[src/hdl/ao_periph_pkg.sv]
/*
 * Shared types and constants for the always-on peripheral subsystem.
 * Bus structs, width types, peripheral indices and register offsets.
 */
`default_nettype none

package ao_periph_pkg;

  typedef logic [31:0] word_t;
  typedef logic [31:0] addr_t;
  typedef logic [3:0]  strb_t;
  typedef logic [14:0] fast_intr_t;
  typedef logic [1:0]  periph_idx_t;

  typedef struct packed {
    logic  req;
    logic  we;
    strb_t be;
    addr_t addr;
    word_t wdata;
  } obi_req_t;

  typedef struct packed {
    logic  gnt;
    logic  rvalid;
    word_t rdata;
  } obi_resp_t;

  typedef struct packed {
    logic  valid;
    logic  write;
    addr_t addr;
    word_t wdata;
    strb_t wstrb;
  } reg_req_t;

  typedef struct packed {
    logic  ready;
    word_t rdata;
  } reg_rsp_t;

  localparam int unsigned SOC_CTRL_IDX  = 0;
  localparam int unsigned FAST_INTR_IDX = 1;
  localparam int unsigned TIMER_IDX     = 2;
  localparam int unsigned NUM_AO_PERIPH = 3;

  // Only bits 3:2 are decoded by the peripherals
  localparam logic [3:0] EXIT_VALID_OFS  = 4'h0;
  localparam logic [3:0] EXIT_VALUE_OFS  = 4'h4;
  localparam logic [3:0] BOOT_SELECT_OFS = 4'h8;

  localparam logic [3:0] FI_PENDING_OFS = 4'h0;
  localparam logic [3:0] FI_ENABLE_OFS  = 4'h4;

  localparam logic [3:0] TMR_VALUE_OFS   = 4'h0;
  localparam logic [3:0] TMR_COMPARE_OFS = 4'h4;
  localparam logic [3:0] TMR_CTRL_OFS    = 4'h8;
  localparam logic [3:0] TMR_STATUS_OFS  = 4'hC;

  // Expand byte enables to a bit mask
  function automatic word_t strb_to_mask(strb_t strb);
    word_t mask;
    for (int b = 0; b < 4; b++) begin
      mask[8*b +: 8] = {8{strb[b]}};
    end
    return mask;
  endfunction

  function automatic word_t apply_strb(word_t old_val, word_t new_val, strb_t strb);
    word_t mask;
    mask = strb_to_mask(strb);
    return (old_val & ~mask) | (new_val & mask);
  endfunction

endpackage

`default_nettype wire
[src/hdl/ao_peripheral_subsystem.sv]
/*
 * Always-on peripheral subsystem top level.
 * One OBI slave port reaches SoC control, fast interrupts and the timer.
 */
`timescale 1ns/1ps
`default_nettype none

module ao_peripheral_subsystem #(
  parameter ao_periph_pkg::addr_t AO_BASE_ADDR = 32'h2000_0000,
  parameter int unsigned          TIMER_W      = 32
) (
  input  logic                      clk_i,
  input  logic                      rst_n_i,

  input  ao_periph_pkg::obi_req_t   slave_req_i,
  output ao_periph_pkg::obi_resp_t  slave_resp_o,

  // SoC control
  input  logic                      boot_select_i,
  output logic                      exit_valid_o,
  output ao_periph_pkg::word_t      exit_value_o,

  // Fast interrupts
  input  ao_periph_pkg::fast_intr_t fast_intr_i,
  output ao_periph_pkg::fast_intr_t fast_intr_o,

  output logic                      timer_intr_o
);
  import ao_periph_pkg::*;

  reg_req_t                     periph_req;
  reg_rsp_t                     periph_rsp;
  reg_req_t [NUM_AO_PERIPH-1:0] ao_slv_req;
  reg_rsp_t [NUM_AO_PERIPH-1:0] ao_slv_rsp;

  obi_to_reg_bridge obi_to_reg_bridge_i (
    .clk_i      (clk_i),
    .rst_n_i    (rst_n_i),
    .obi_req_i  (slave_req_i),
    .obi_resp_o (slave_resp_o),
    .reg_req_o  (periph_req),
    .reg_rsp_i  (periph_rsp)
  );

  ao_reg_demux #(
    .AO_BASE_ADDR (AO_BASE_ADDR)
  ) ao_reg_demux_i (
    .clk_i     (clk_i),
    .rst_n_i   (rst_n_i),
    .in_req_i  (periph_req),
    .in_rsp_o  (periph_rsp),
    .out_req_o (ao_slv_req),
    .out_rsp_i (ao_slv_rsp)
  );

  soc_ctrl soc_ctrl_i (
    .clk_i         (clk_i),
    .rst_n_i       (rst_n_i),
    .reg_req_i     (ao_slv_req[SOC_CTRL_IDX]),
    .reg_rsp_o     (ao_slv_rsp[SOC_CTRL_IDX]),
    .boot_select_i (boot_select_i),
    .exit_valid_o  (exit_valid_o),
    .exit_value_o  (exit_value_o)
  );

  fast_intr_ctrl fast_intr_ctrl_i (
    .clk_i       (clk_i),
    .rst_n_i     (rst_n_i),
    .reg_req_i   (ao_slv_req[FAST_INTR_IDX]),
    .reg_rsp_o   (ao_slv_rsp[FAST_INTR_IDX]),
    .fast_intr_i (fast_intr_i),
    .fast_intr_o (fast_intr_o)
  );

  ao_timer #(
    .TIMER_W (TIMER_W)
  ) ao_timer_i (
    .clk_i        (clk_i),
    .rst_n_i      (rst_n_i),
    .reg_req_i    (ao_slv_req[TIMER_IDX]),
    .reg_rsp_o    (ao_slv_rsp[TIMER_IDX]),
    .timer_intr_o (timer_intr_o)
  );

endmodule

`default_nettype wire

[src/hdl/ao_timer.sv]
/*
 * Always-on compare timer. The counter runs while CTRL bit 0 is set and
 * a match with COMPARE sets a sticky status bit that drives the interrupt.
 */
`timescale 1ns/1ps
`default_nettype none

module ao_timer #(
  parameter int unsigned TIMER_W = 32
) (
  input  logic                    clk_i,
  input  logic                    rst_n_i,
  input  ao_periph_pkg::reg_req_t reg_req_i,
  output ao_periph_pkg::reg_rsp_t reg_rsp_o,
  output logic                    timer_intr_o
);
  import ao_periph_pkg::*;

  typedef logic [TIMER_W-1:0] count_t;

  count_t     count_q;
  count_t     compare_q;
  logic       en_q;
  logic       status_q;
  logic       wr_en;
  logic [1:0] reg_sel;
  word_t      rdata;

  assign wr_en   = reg_req_i.valid && reg_req_i.write;
  assign reg_sel = reg_req_i.addr[3:2];

  always_ff @(posedge clk_i or negedge rst_n_i) begin
    if (!rst_n_i) begin
      count_q   <= '0;
      compare_q <= '0;
      en_q      <= 1'b0;
      status_q  <= 1'b0;
    end else begin
      // Software write takes priority over counting
      if (wr_en && reg_sel == TMR_VALUE_OFS[3:2]) begin
        count_q <= count_t'(apply_strb(word_t'(count_q), reg_req_i.wdata, reg_req_i.wstrb));
      end else if (en_q) begin
        count_q <= count_q + 1'b1;
      end
      if (wr_en && reg_sel == TMR_COMPARE_OFS[3:2]) begin
        compare_q <= count_t'(apply_strb(word_t'(compare_q), reg_req_i.wdata,
                                         reg_req_i.wstrb));
      end
      if (wr_en && reg_sel == TMR_CTRL_OFS[3:2] && reg_req_i.wstrb[0]) begin
        en_q <= reg_req_i.wdata[0];
      end
      if (en_q && count_q == compare_q) begin
        status_q <= 1'b1;
      end else if (wr_en && reg_sel == TMR_STATUS_OFS[3:2] &&
                   reg_req_i.wstrb[0] && reg_req_i.wdata[0]) begin
        status_q <= 1'b0;
      end
    end
  end

  always_comb begin
    rdata = '0;
    case (reg_sel)
      TMR_VALUE_OFS[3:2]:   rdata = word_t'(count_q);
      TMR_COMPARE_OFS[3:2]: rdata = word_t'(compare_q);
      TMR_CTRL_OFS[3:2]:    rdata[0] = en_q;
      TMR_STATUS_OFS[3:2]:  rdata[0] = status_q;
      default:              rdata = '0;
    endcase
  end

  assign reg_rsp_o    = '{ready: 1'b1, rdata: rdata};
  assign timer_intr_o = status_q;

  a_intr_while_enabled: assert property (
    @(posedge clk_i) disable iff (!rst_n_i) $rose(timer_intr_o) |-> $past(en_q));

endmodule

`default_nettype wire

[src/hdl/fast_intr_ctrl.sv]
/*
 * Fast interrupt controller with sticky pending bits and an enable mask.
 * Pending bits are cleared by writing ones.
 */
`timescale 1ns/1ps
`default_nettype none

module fast_intr_ctrl (
  input  logic                      clk_i,
  input  logic                      rst_n_i,
  input  ao_periph_pkg::reg_req_t   reg_req_i,
  output ao_periph_pkg::reg_rsp_t   reg_rsp_o,
  input  ao_periph_pkg::fast_intr_t fast_intr_i,
  output ao_periph_pkg::fast_intr_t fast_intr_o
);
  import ao_periph_pkg::*;

  fast_intr_t pending_q;
  fast_intr_t enable_q;
  fast_intr_t clr;
  logic       pend_wr;
  logic       en_wr;
  word_t      rdata;

  assign pend_wr = reg_req_i.valid && reg_req_i.write &&
                   (reg_req_i.addr[3:2] == FI_PENDING_OFS[3:2]);
  assign en_wr   = reg_req_i.valid && reg_req_i.write &&
                   (reg_req_i.addr[3:2] == FI_ENABLE_OFS[3:2]);
  assign clr     = pend_wr ?
                   fast_intr_t'(reg_req_i.wdata & strb_to_mask(reg_req_i.wstrb)) : '0;

  always_ff @(posedge clk_i or negedge rst_n_i) begin
    if (!rst_n_i) begin
      pending_q   <= '0;
      enable_q    <= '0;
      fast_intr_o <= '0;
    end else begin
      // A new edge wins over a clear in the same cycle
      pending_q   <= (pending_q & ~clr) | fast_intr_i;
      fast_intr_o <= pending_q & enable_q;
      if (en_wr) begin
        enable_q <= fast_intr_t'(apply_strb(word_t'(enable_q), reg_req_i.wdata,
                                            reg_req_i.wstrb));
      end
    end
  end

  always_comb begin
    case (reg_req_i.addr[3:2])
      FI_PENDING_OFS[3:2]: rdata = word_t'(pending_q);
      FI_ENABLE_OFS[3:2]:  rdata = word_t'(enable_q);
      default:             rdata = '0;
    endcase
  end

  assign reg_rsp_o = '{ready: 1'b1, rdata: rdata};

endmodule

`default_nettype wire

[src/hdl/soc_ctrl.sv]
/*
 * SoC control registers: exit flag, exit value and boot select status.
 * Software sets the exit flag and value to end a run.
 */
`timescale 1ns/1ps
`default_nettype none

module soc_ctrl (
  input  logic                    clk_i,
  input  logic                    rst_n_i,
  input  ao_periph_pkg::reg_req_t reg_req_i,
  output ao_periph_pkg::reg_rsp_t reg_rsp_o,
  input  logic                    boot_select_i,
  output logic                    exit_valid_o,
  output ao_periph_pkg::word_t    exit_value_o
);
  import ao_periph_pkg::*;

  logic       wr_en;
  logic [1:0] reg_sel;
  word_t      rdata;

  assign wr_en   = reg_req_i.valid && reg_req_i.write;
  assign reg_sel = reg_req_i.addr[3:2];

  always_ff @(posedge clk_i or negedge rst_n_i) begin
    if (!rst_n_i) begin
      exit_valid_o <= 1'b0;
      exit_value_o <= '0;
    end else if (wr_en) begin
      if (reg_sel == EXIT_VALID_OFS[3:2] && reg_req_i.wstrb[0]) begin
        exit_valid_o <= reg_req_i.wdata[0];
      end
      if (reg_sel == EXIT_VALUE_OFS[3:2]) begin
        exit_value_o <= apply_strb(exit_value_o, reg_req_i.wdata, reg_req_i.wstrb);
      end
    end
  end

  // Boot select is read only
  always_comb begin
    rdata = '0;
    case (reg_sel)
      EXIT_VALID_OFS[3:2]:  rdata[0] = exit_valid_o;
      EXIT_VALUE_OFS[3:2]:  rdata = exit_value_o;
      BOOT_SELECT_OFS[3:2]: rdata[0] = boot_select_i;
      default:              rdata = '0;
    endcase
  end

  assign reg_rsp_o = '{ready: 1'b1, rdata: rdata};

endmodule

`default_nettype wire

[src/hdl/ao_reg_demux.sv]
/*
 * Register bus demultiplexer for the always-on peripherals.
 * Unmapped accesses are answered here with ready and zero data.
 */
`timescale 1ns/1ps
`default_nettype none

module ao_reg_demux #(
  parameter ao_periph_pkg::addr_t AO_BASE_ADDR = 32'h2000_0000
) (
  input  logic                                                     clk_i,
  input  logic                                                     rst_n_i,
  input  ao_periph_pkg::reg_req_t                                  in_req_i,
  output ao_periph_pkg::reg_rsp_t                                  in_rsp_o,
  output ao_periph_pkg::reg_req_t [ao_periph_pkg::NUM_AO_PERIPH-1:0] out_req_o,
  input  ao_periph_pkg::reg_rsp_t [ao_periph_pkg::NUM_AO_PERIPH-1:0] out_rsp_i
);
  import ao_periph_pkg::*;

  periph_idx_t              sel;
  logic                     mapped;
  logic [NUM_AO_PERIPH-1:0] port_valid;

  // Bits 13:12 pick the peripheral inside the 16 KiB window
  assign sel    = in_req_i.addr[13:12];
  assign mapped = (in_req_i.addr[31:14] == AO_BASE_ADDR[31:14]) && (sel < NUM_AO_PERIPH);

  always_comb begin
    in_rsp_o = '{ready: 1'b1, rdata: '0};
    for (int i = 0; i < NUM_AO_PERIPH; i++) begin
      port_valid[i]      = in_req_i.valid && mapped && (sel == periph_idx_t'(i));
      out_req_o[i]       = in_req_i;
      out_req_o[i].valid = port_valid[i];
      if (mapped && (sel == periph_idx_t'(i))) begin
        in_rsp_o = out_rsp_i[i];
      end
    end
  end

  a_single_target: assert property (
    @(posedge clk_i) disable iff (!rst_n_i) $onehot0(port_valid));

endmodule

`default_nettype wire

[src/hdl/obi_to_reg_bridge.sv]
/*
 * Turns single OBI slave transactions into register bus accesses.
 * Grant, one access cycle, then a one-cycle rvalid pulse.
 */
`timescale 1ns/1ps
`default_nettype none

module obi_to_reg_bridge (
  input  logic                     clk_i,
  input  logic                     rst_n_i,
  input  ao_periph_pkg::obi_req_t  obi_req_i,
  output ao_periph_pkg::obi_resp_t obi_resp_o,
  output ao_periph_pkg::reg_req_t  reg_req_o,
  input  ao_periph_pkg::reg_rsp_t  reg_rsp_i
);
  import ao_periph_pkg::*;

  typedef enum logic [1:0] {
    IDLE,
    ACCESS,
    RESPOND
  } state_e;

  state_e state_q;
  state_e state_d;
  logic   accept;
  logic   we_q;
  addr_t  addr_q;
  strb_t  be_q;
  word_t  wdata_q;
  word_t  rdata_q;

  // RESPOND frees the bridge, so a new request may be granted there
  assign accept = obi_req_i.req && (state_q != ACCESS);

  always_comb begin
    state_d = state_q;
    case (state_q)
      IDLE:    state_d = accept ? ACCESS : IDLE;
      ACCESS:  state_d = reg_rsp_i.ready ? RESPOND : ACCESS;
      RESPOND: state_d = accept ? ACCESS : IDLE;
      default: state_d = IDLE;
    endcase
  end

  always_ff @(posedge clk_i or negedge rst_n_i) begin
    if (!rst_n_i) begin
      state_q <= IDLE;
    end else begin
      state_q <= state_d;
    end
  end

  always_ff @(posedge clk_i) begin
    if (accept) begin
      we_q    <= obi_req_i.we;
      addr_q  <= obi_req_i.addr;
      be_q    <= obi_req_i.be;
      wdata_q <= obi_req_i.wdata;
    end
    if (state_q == ACCESS && reg_rsp_i.ready) begin
      rdata_q <= we_q ? '0 : reg_rsp_i.rdata;
    end
  end

  assign obi_resp_o = '{gnt: accept, rvalid: (state_q == RESPOND), rdata: rdata_q};

  assign reg_req_o = '{
    valid: (state_q == ACCESS),
    write: we_q,
    addr:  addr_q,
    wdata: wdata_q,
    wstrb: be_q
  };

  a_no_rvalid_after_reset: assert property (
    @(posedge clk_i) $rose(rst_n_i) |-> !obi_resp_o.rvalid);

  // Targets are always ready, so every grant completes two cycles later
  a_gnt_to_rvalid: assert property (
    @(posedge clk_i) disable iff (!rst_n_i)
    obi_resp_o.gnt |-> ##2 obi_resp_o.rvalid);

endmodule

`default_nettype wire

[config.mk]
export PLATFORM = sky130hd
export DESIGN_NAME = ao_peripheral_subsystem
export DESIGN_NICKNAME = d
export VERILOG_FILES = /design/src/hdl/ao_periph_pkg.sv /design/src/hdl/ao_peripheral_subsystem.sv /design/src/hdl/ao_timer.sv /design/src/hdl/fast_intr_ctrl.sv /design/src/hdl/soc_ctrl.sv /design/src/hdl/ao_reg_demux.sv /design/src/hdl/obi_to_reg_bridge.sv
export SDC_FILE = /design/constraint.sdc
export NUM_CORES = 1
export LEC_CHECK = 0
export BUFFER_PORTS_ARGS = -buffer_cell sky130_fd_sc_hd__clkbuf_2
export CAP_MARGIN = 15
export CORE_UTILIZATION = 59
export CTS_BUF_LIST = sky130_fd_sc_hd__clkbuf_4
export DETAILED_ROUTE_END_ITERATION = 6
export PLACE_DENSITY = 0.94
export SLEW_MARGIN = 0
export SYNTH_ARGS = -nofsm -noshare
export SYNTH_HDL_FRONTEND = slang
export SYNTH_SLANG_ARGS = --single-unit
[constraint.sdc]
create_clock -name clk_i -period 2.7 [get_ports clk_i]
set_input_delay 0.27 -clock clk_i [delete_from_list [all_inputs] [get_ports clk_i]]
set_output_delay 0.27 -clock clk_i [all_outputs]
set_load 0.01 [all_outputs]
### Word level (Yosys, flattened, before mapping)

Index checks and enable logic that the tools add are counted.

* flip-flop bits (word level): 247
* output and inout bits: 83

* $add $sub $neg: 1
* order comparisons: 1
* eq/ne operators: 10
* multiplexer cells: 16
* bitwise logic cells: 14
* reduce and logical (&&, ||, !) cells: 32

Operators by type and width (number)
* 2-to-1 mux 32 bit: 5
* bitwise AND 32 bit: 4
* bitwise OR 32 bit: 3
* case mux 31 bit (2 select lines): 1
* bitwise AND 15 bit: 3
* adder 32 x 1 -> 32 bit, second input constant: 1
* == test 32 bit: 1
* inverter 32 bit: 1
* 2-to-1 mux 31 bit: 1
* bitwise OR 15 bit: 2
* case mux 15 bit (2 select lines): 1
* logical AND 1 bit: 23
* == test 18 x 16 -> 1 bit, second input constant: 1
* 2-to-1 mux 15 bit: 1
* inverter 15 bit: 1
* == test 2 bit, second input constant: 4
* == test 2 x 1 -> 1 bit, second input constant: 3
* zero test 2 bit: 3
* case mux 1 bit (4 select lines): 1
* case mux 2 bit (2 select lines): 1
* AND reduction 2 bit: 2
* nonzero test 2 bit: 2
* 2-to-1 mux 1 bit: 3
* case mux 1 bit (3 select lines): 1
* 5 further kinds: 5

### Depth between registers and ports, before layout

* word-level depth: 10
* depth in mapped cells: 10
* gate-level depth less buffers: 7

### By module

Synthesis repeated with hierarchy kept, for this count alone.

* cells, all modules: 1221
* area total of the unflattened synthesis: 14072.2 µm²

By module, submodules not included
* ao_timer: instances 1, cells each 452, area an instance 4295.4 µm²
* obi_to_reg_bridge: instances 1, cells each 147, area an instance 3367.0 µm²
* ao_reg_demux: instances 1, cells each 340, area an instance 2800.2 µm²
* fast_intr_ctrl: instances 1, cells each 169, area an instance 2099.5 µm²
* soc_ctrl: instances 1, cells each 113, area an instance 1510.2 µm²

### Least setup slack after synthesis

OpenSTA, ideal clock, no wires.

* path type: register -> output
* start: register obi_to_reg_bridge_i.state_q[0]
* end: output port slave_resp_o[33] (netlist bit)
* arrival: 2.224 ns
* required time: 2.430 ns
* path slack: 0.206 ns
* cell stages (with the launch flop): 4
* buffers on the path: 1
* path through: dfrtp_1 -> nand2b_1 -> and2_1 -> buf_4

* longest elaborated chain between the ends: 2

Ends and longest elaborated chain
* start: declaration: line obi_to_reg_bridge.sv:24 `state_e state_q;`
* start signal: assignment: line obi_to_reg_bridge.sv:50 `state_q <= state_d;`
* inequality test 2 x 1 -> 1 bit: line obi_to_reg_bridge.sv:34 `assign accept = obi_req_i.req && (state_q != ACCESS);`
* logical AND 1 bit: line obi_to_reg_bridge.sv:34
* end: declaration: line ao_peripheral_subsystem.sv:16 `output ao_periph_pkg::obi_resp_t slave_resp_o,`

No other way between the ends.

==> flow_summary.ini <==
[status]
status = complete, but fails checks
failed_checks = negative setup slack

[setup_path]
critPathLaunchType = flip-flop
critPathTopFamily = simple AND/OR/NAND/NOR gates
crit_required_ns = 3.24
rr_startpoint = obi_to_reg_bridge_i.addr_q[20]$_DFFE_PP_
arrival_ns = 3.32
cp_slowest_cell = nor4_4
reg2regPathDepth = 7
path_cells = nor4_4 -> nand4_2 -> buf_4 -> o31ai_4 -> nor3_2 -> nor3_1 -> a211oi_1
criticalPathCategory = reg -> reg
endpoint_kind = flip-flop
crit_buf_inv = 1
max_stage_delay_ns = 0.49
reg2reg_slack_ns = -0.08
cp_max_fo = 8

[layout]
area.sequential_um2 = 6390
multi_input_area_um2 = 4000
fin_nets = 1174
layout_common_cells = 159 x clkbuf_2, 146 x dfrtp_1, 91 x edfxtp_1
fin_util_pct = 76.3
syn_to_final_growth_pct = 25.6
fill_cells = 1016
drive_gt1_share_pct = 36.8
final_common_cell = clkbuf_2

[floorplan]
row_count = 48
initial_utilization_pct = 60.8
die_height_um = 136
dieArea_um2 = 18400
io_pins = 171
core_um2 = 17400
die_w_um = 136

[logic_synthesis]
synth-edff-count = 91
syn_avg_cell_area_um2 = 13.2
synthCells = 799
synth_warnings = 0
ys_ff_latch = 237
async_reset_ff_share_pct = 61.6
syn-num-nets = 888
seq_area_frac_synth_pct = 60.6
dominantRegCellSynth = dfrtp_1
synth_top_cell_area_share_pct = 34.6
synth_area_um2 = 10500
synth_top_cell_by_area = dfrtp_1
ys_types = 70
synth.area.top_cells = dfrtp_1 35%, edfxtp_1 26%, mux2_2 9.3%

[detailed_routing]
drt_pass1_iterations = 5
detail_route.iter0.violations = 1015
antenna_left = 0
wirelength_um = 30700
post_drt_wl_per_cell_um = 22.6
drc = 0
viasPerCell = 6.23
vias = 8470

[pwr]
p_total_uw = 7330
peakVddDrop_mv = 0.481
p_per_area_nw_per_um2 = 553
leakage_uw = 0.00594

[global_route]
grt_max_degree = 71
grt_pass1_wl_um = 46200
grt_use_total_pct = 33.5
grt.overflow.total = 0
antenna_found_initial = 2
first_global_vias = 8700

[clock_tree]
h-tree-depth = 2
clockRootBuffer = clkbuf_4
cts_num_sinks = 237
cts.reportedPaths.clkPinSlew_ns = 0.07
cts_buffers = 58
cts_max_path_buffers = 3
cts_tree = done
clk_latency_ns = 0.74

[place]
dpl.hpwl_um = 18000
port_buffers = 160
place_congestion = 0.936

[timing]
tightest_slew_ns = 0.788
skew_ns = 0.0546
hold_violations = 0
setup_ws_ns = -0.0804
max_slew_margin_pct = 47.5
fmax_ghz = 0.360
finalSetupViolCount = 1
period_share_pct = 103
timing.final.crit_period_ns = 2.78
drv_slew = 0

[run]
maxCapViolations = 0

[hold_path]
hold_path.class = in -> async
synth_stat cells (all sizes together) (3+ instances only):
library cell,n
nand2,59
nor2b,3
o22ai,22
o221a,3
nor4,10
or4,3
clkbuf,23
dfrtp,146
nor3b,3
a311oi,3
nand4,17
mux2i,33
mux2,95
inv,12
buf,14
nor2,35
nand2b,5
a211oi,14
a21oi,9
and3,11
or3,4
xnor2,21
edfxtp,91
a22oi,14
o32ai,3
and4,5
o21ai,25
and2,24
nor3,24
xor2,9
a21o,15
nand3b,5
nand3,17
layout make-up:
type | instances | area share [%]
tap | 225 | 2.12
clock buffer | 85 | 4.82
clock inverter | 23 | 0.708
inverter | 12 | 0.340
sequential | 237 | 48.2
timing repair buffer | 262 | 13.6
multi-input combinational | 514 | 30.2
antenna | 2 | 0.0378
metal layers:
layer	global-route usage (%)	part of all wire (%)	vias to the layer above
met3	8.57	10	175
li1	-	-	3600
met1	39.1	35	4037
met2	56.5	49	658
met5	0	0	-
met4	18.5	5.7	0
cells by family (layout without fill, tap and decap cells):
family	after synthesis	count (layout)	share of synthesized area (%)
xor+xnor	30	30	2.49
flops	237	237	60.6
other cells	0	2	0
compound gates	122	122	8.36
simple gates	231	232	12.6
buf+inv	49	382	2.15
fa+ha+maj	1	1	0.119
mux	129	129	13.8
worst max-delay path by stage:
stage | from | to | slack, ns | cells past startpoint
floorplan | obi_to_reg_bridge_i.state_q[0]$_DFF_PN0_ | slave_resp_o[33] | 0.21 | 3
global placement | obi_to_reg_bridge_i.addr_q[27]$_DFFE_PP_ | flip-flop | 0.20 | 7
detailed placement | obi_to_reg_bridge_i.addr_q[27]$_DFFE_PP_ | obi_to_reg_bridge_i.rdata_q[1]$_SDFFCE_PP0P_ | 0.05 | 5
CTS | obi_to_reg_bridge_i.addr_q[19]$_DFFE_PP_ | obi_to_reg_bridge_i.rdata_q[16]$_SDFFCE_PP0P_ | 0.02 | 5
global route | obi_to_reg_bridge_i.addr_q[20]$_DFFE_PP_ | flip-flop | -0.10 | 7
finish | obi_to_reg_bridge_i.addr_q[20]$_DFFE_PP_ | flip-flop | -0.08 | 7
power breakdown:
part	switching [uW]	internal, uW	leakage [uW]
combinational	227	199	0.00267
clock	1540	1450	0.000435
sequential	76.8	3840	0.00283
per-stage QoR:
step	setup TNS [ns]	worst slack, ns	hold slack, ns	instance area (um2)	instances
2_1_floorplan	0	0.206	-0.0256	10500	799
3_3_place_gp	0	0.199	0.314	11700	1170
3_5_place_dp	0	0.0520	0.321	11700	1170
4_1_cts	0	0.0234	0.141	13200	1354
5_1_grt	-0.951	-0.104	0.178	13300	1360
6_report	-0.0804	-0.0804	0.111	13300	1360
what timing repair did:
action	CTS	global route
setup endpoints to repair	1	69
hold buffers	76	0
pin swaps	0	3
buffers inserted	0	2
endpoints found under the hold margin	143	0
gates resized for setup	1	11
cloned	0	1
Note: power is estimated with default switching activity, not from simulation.
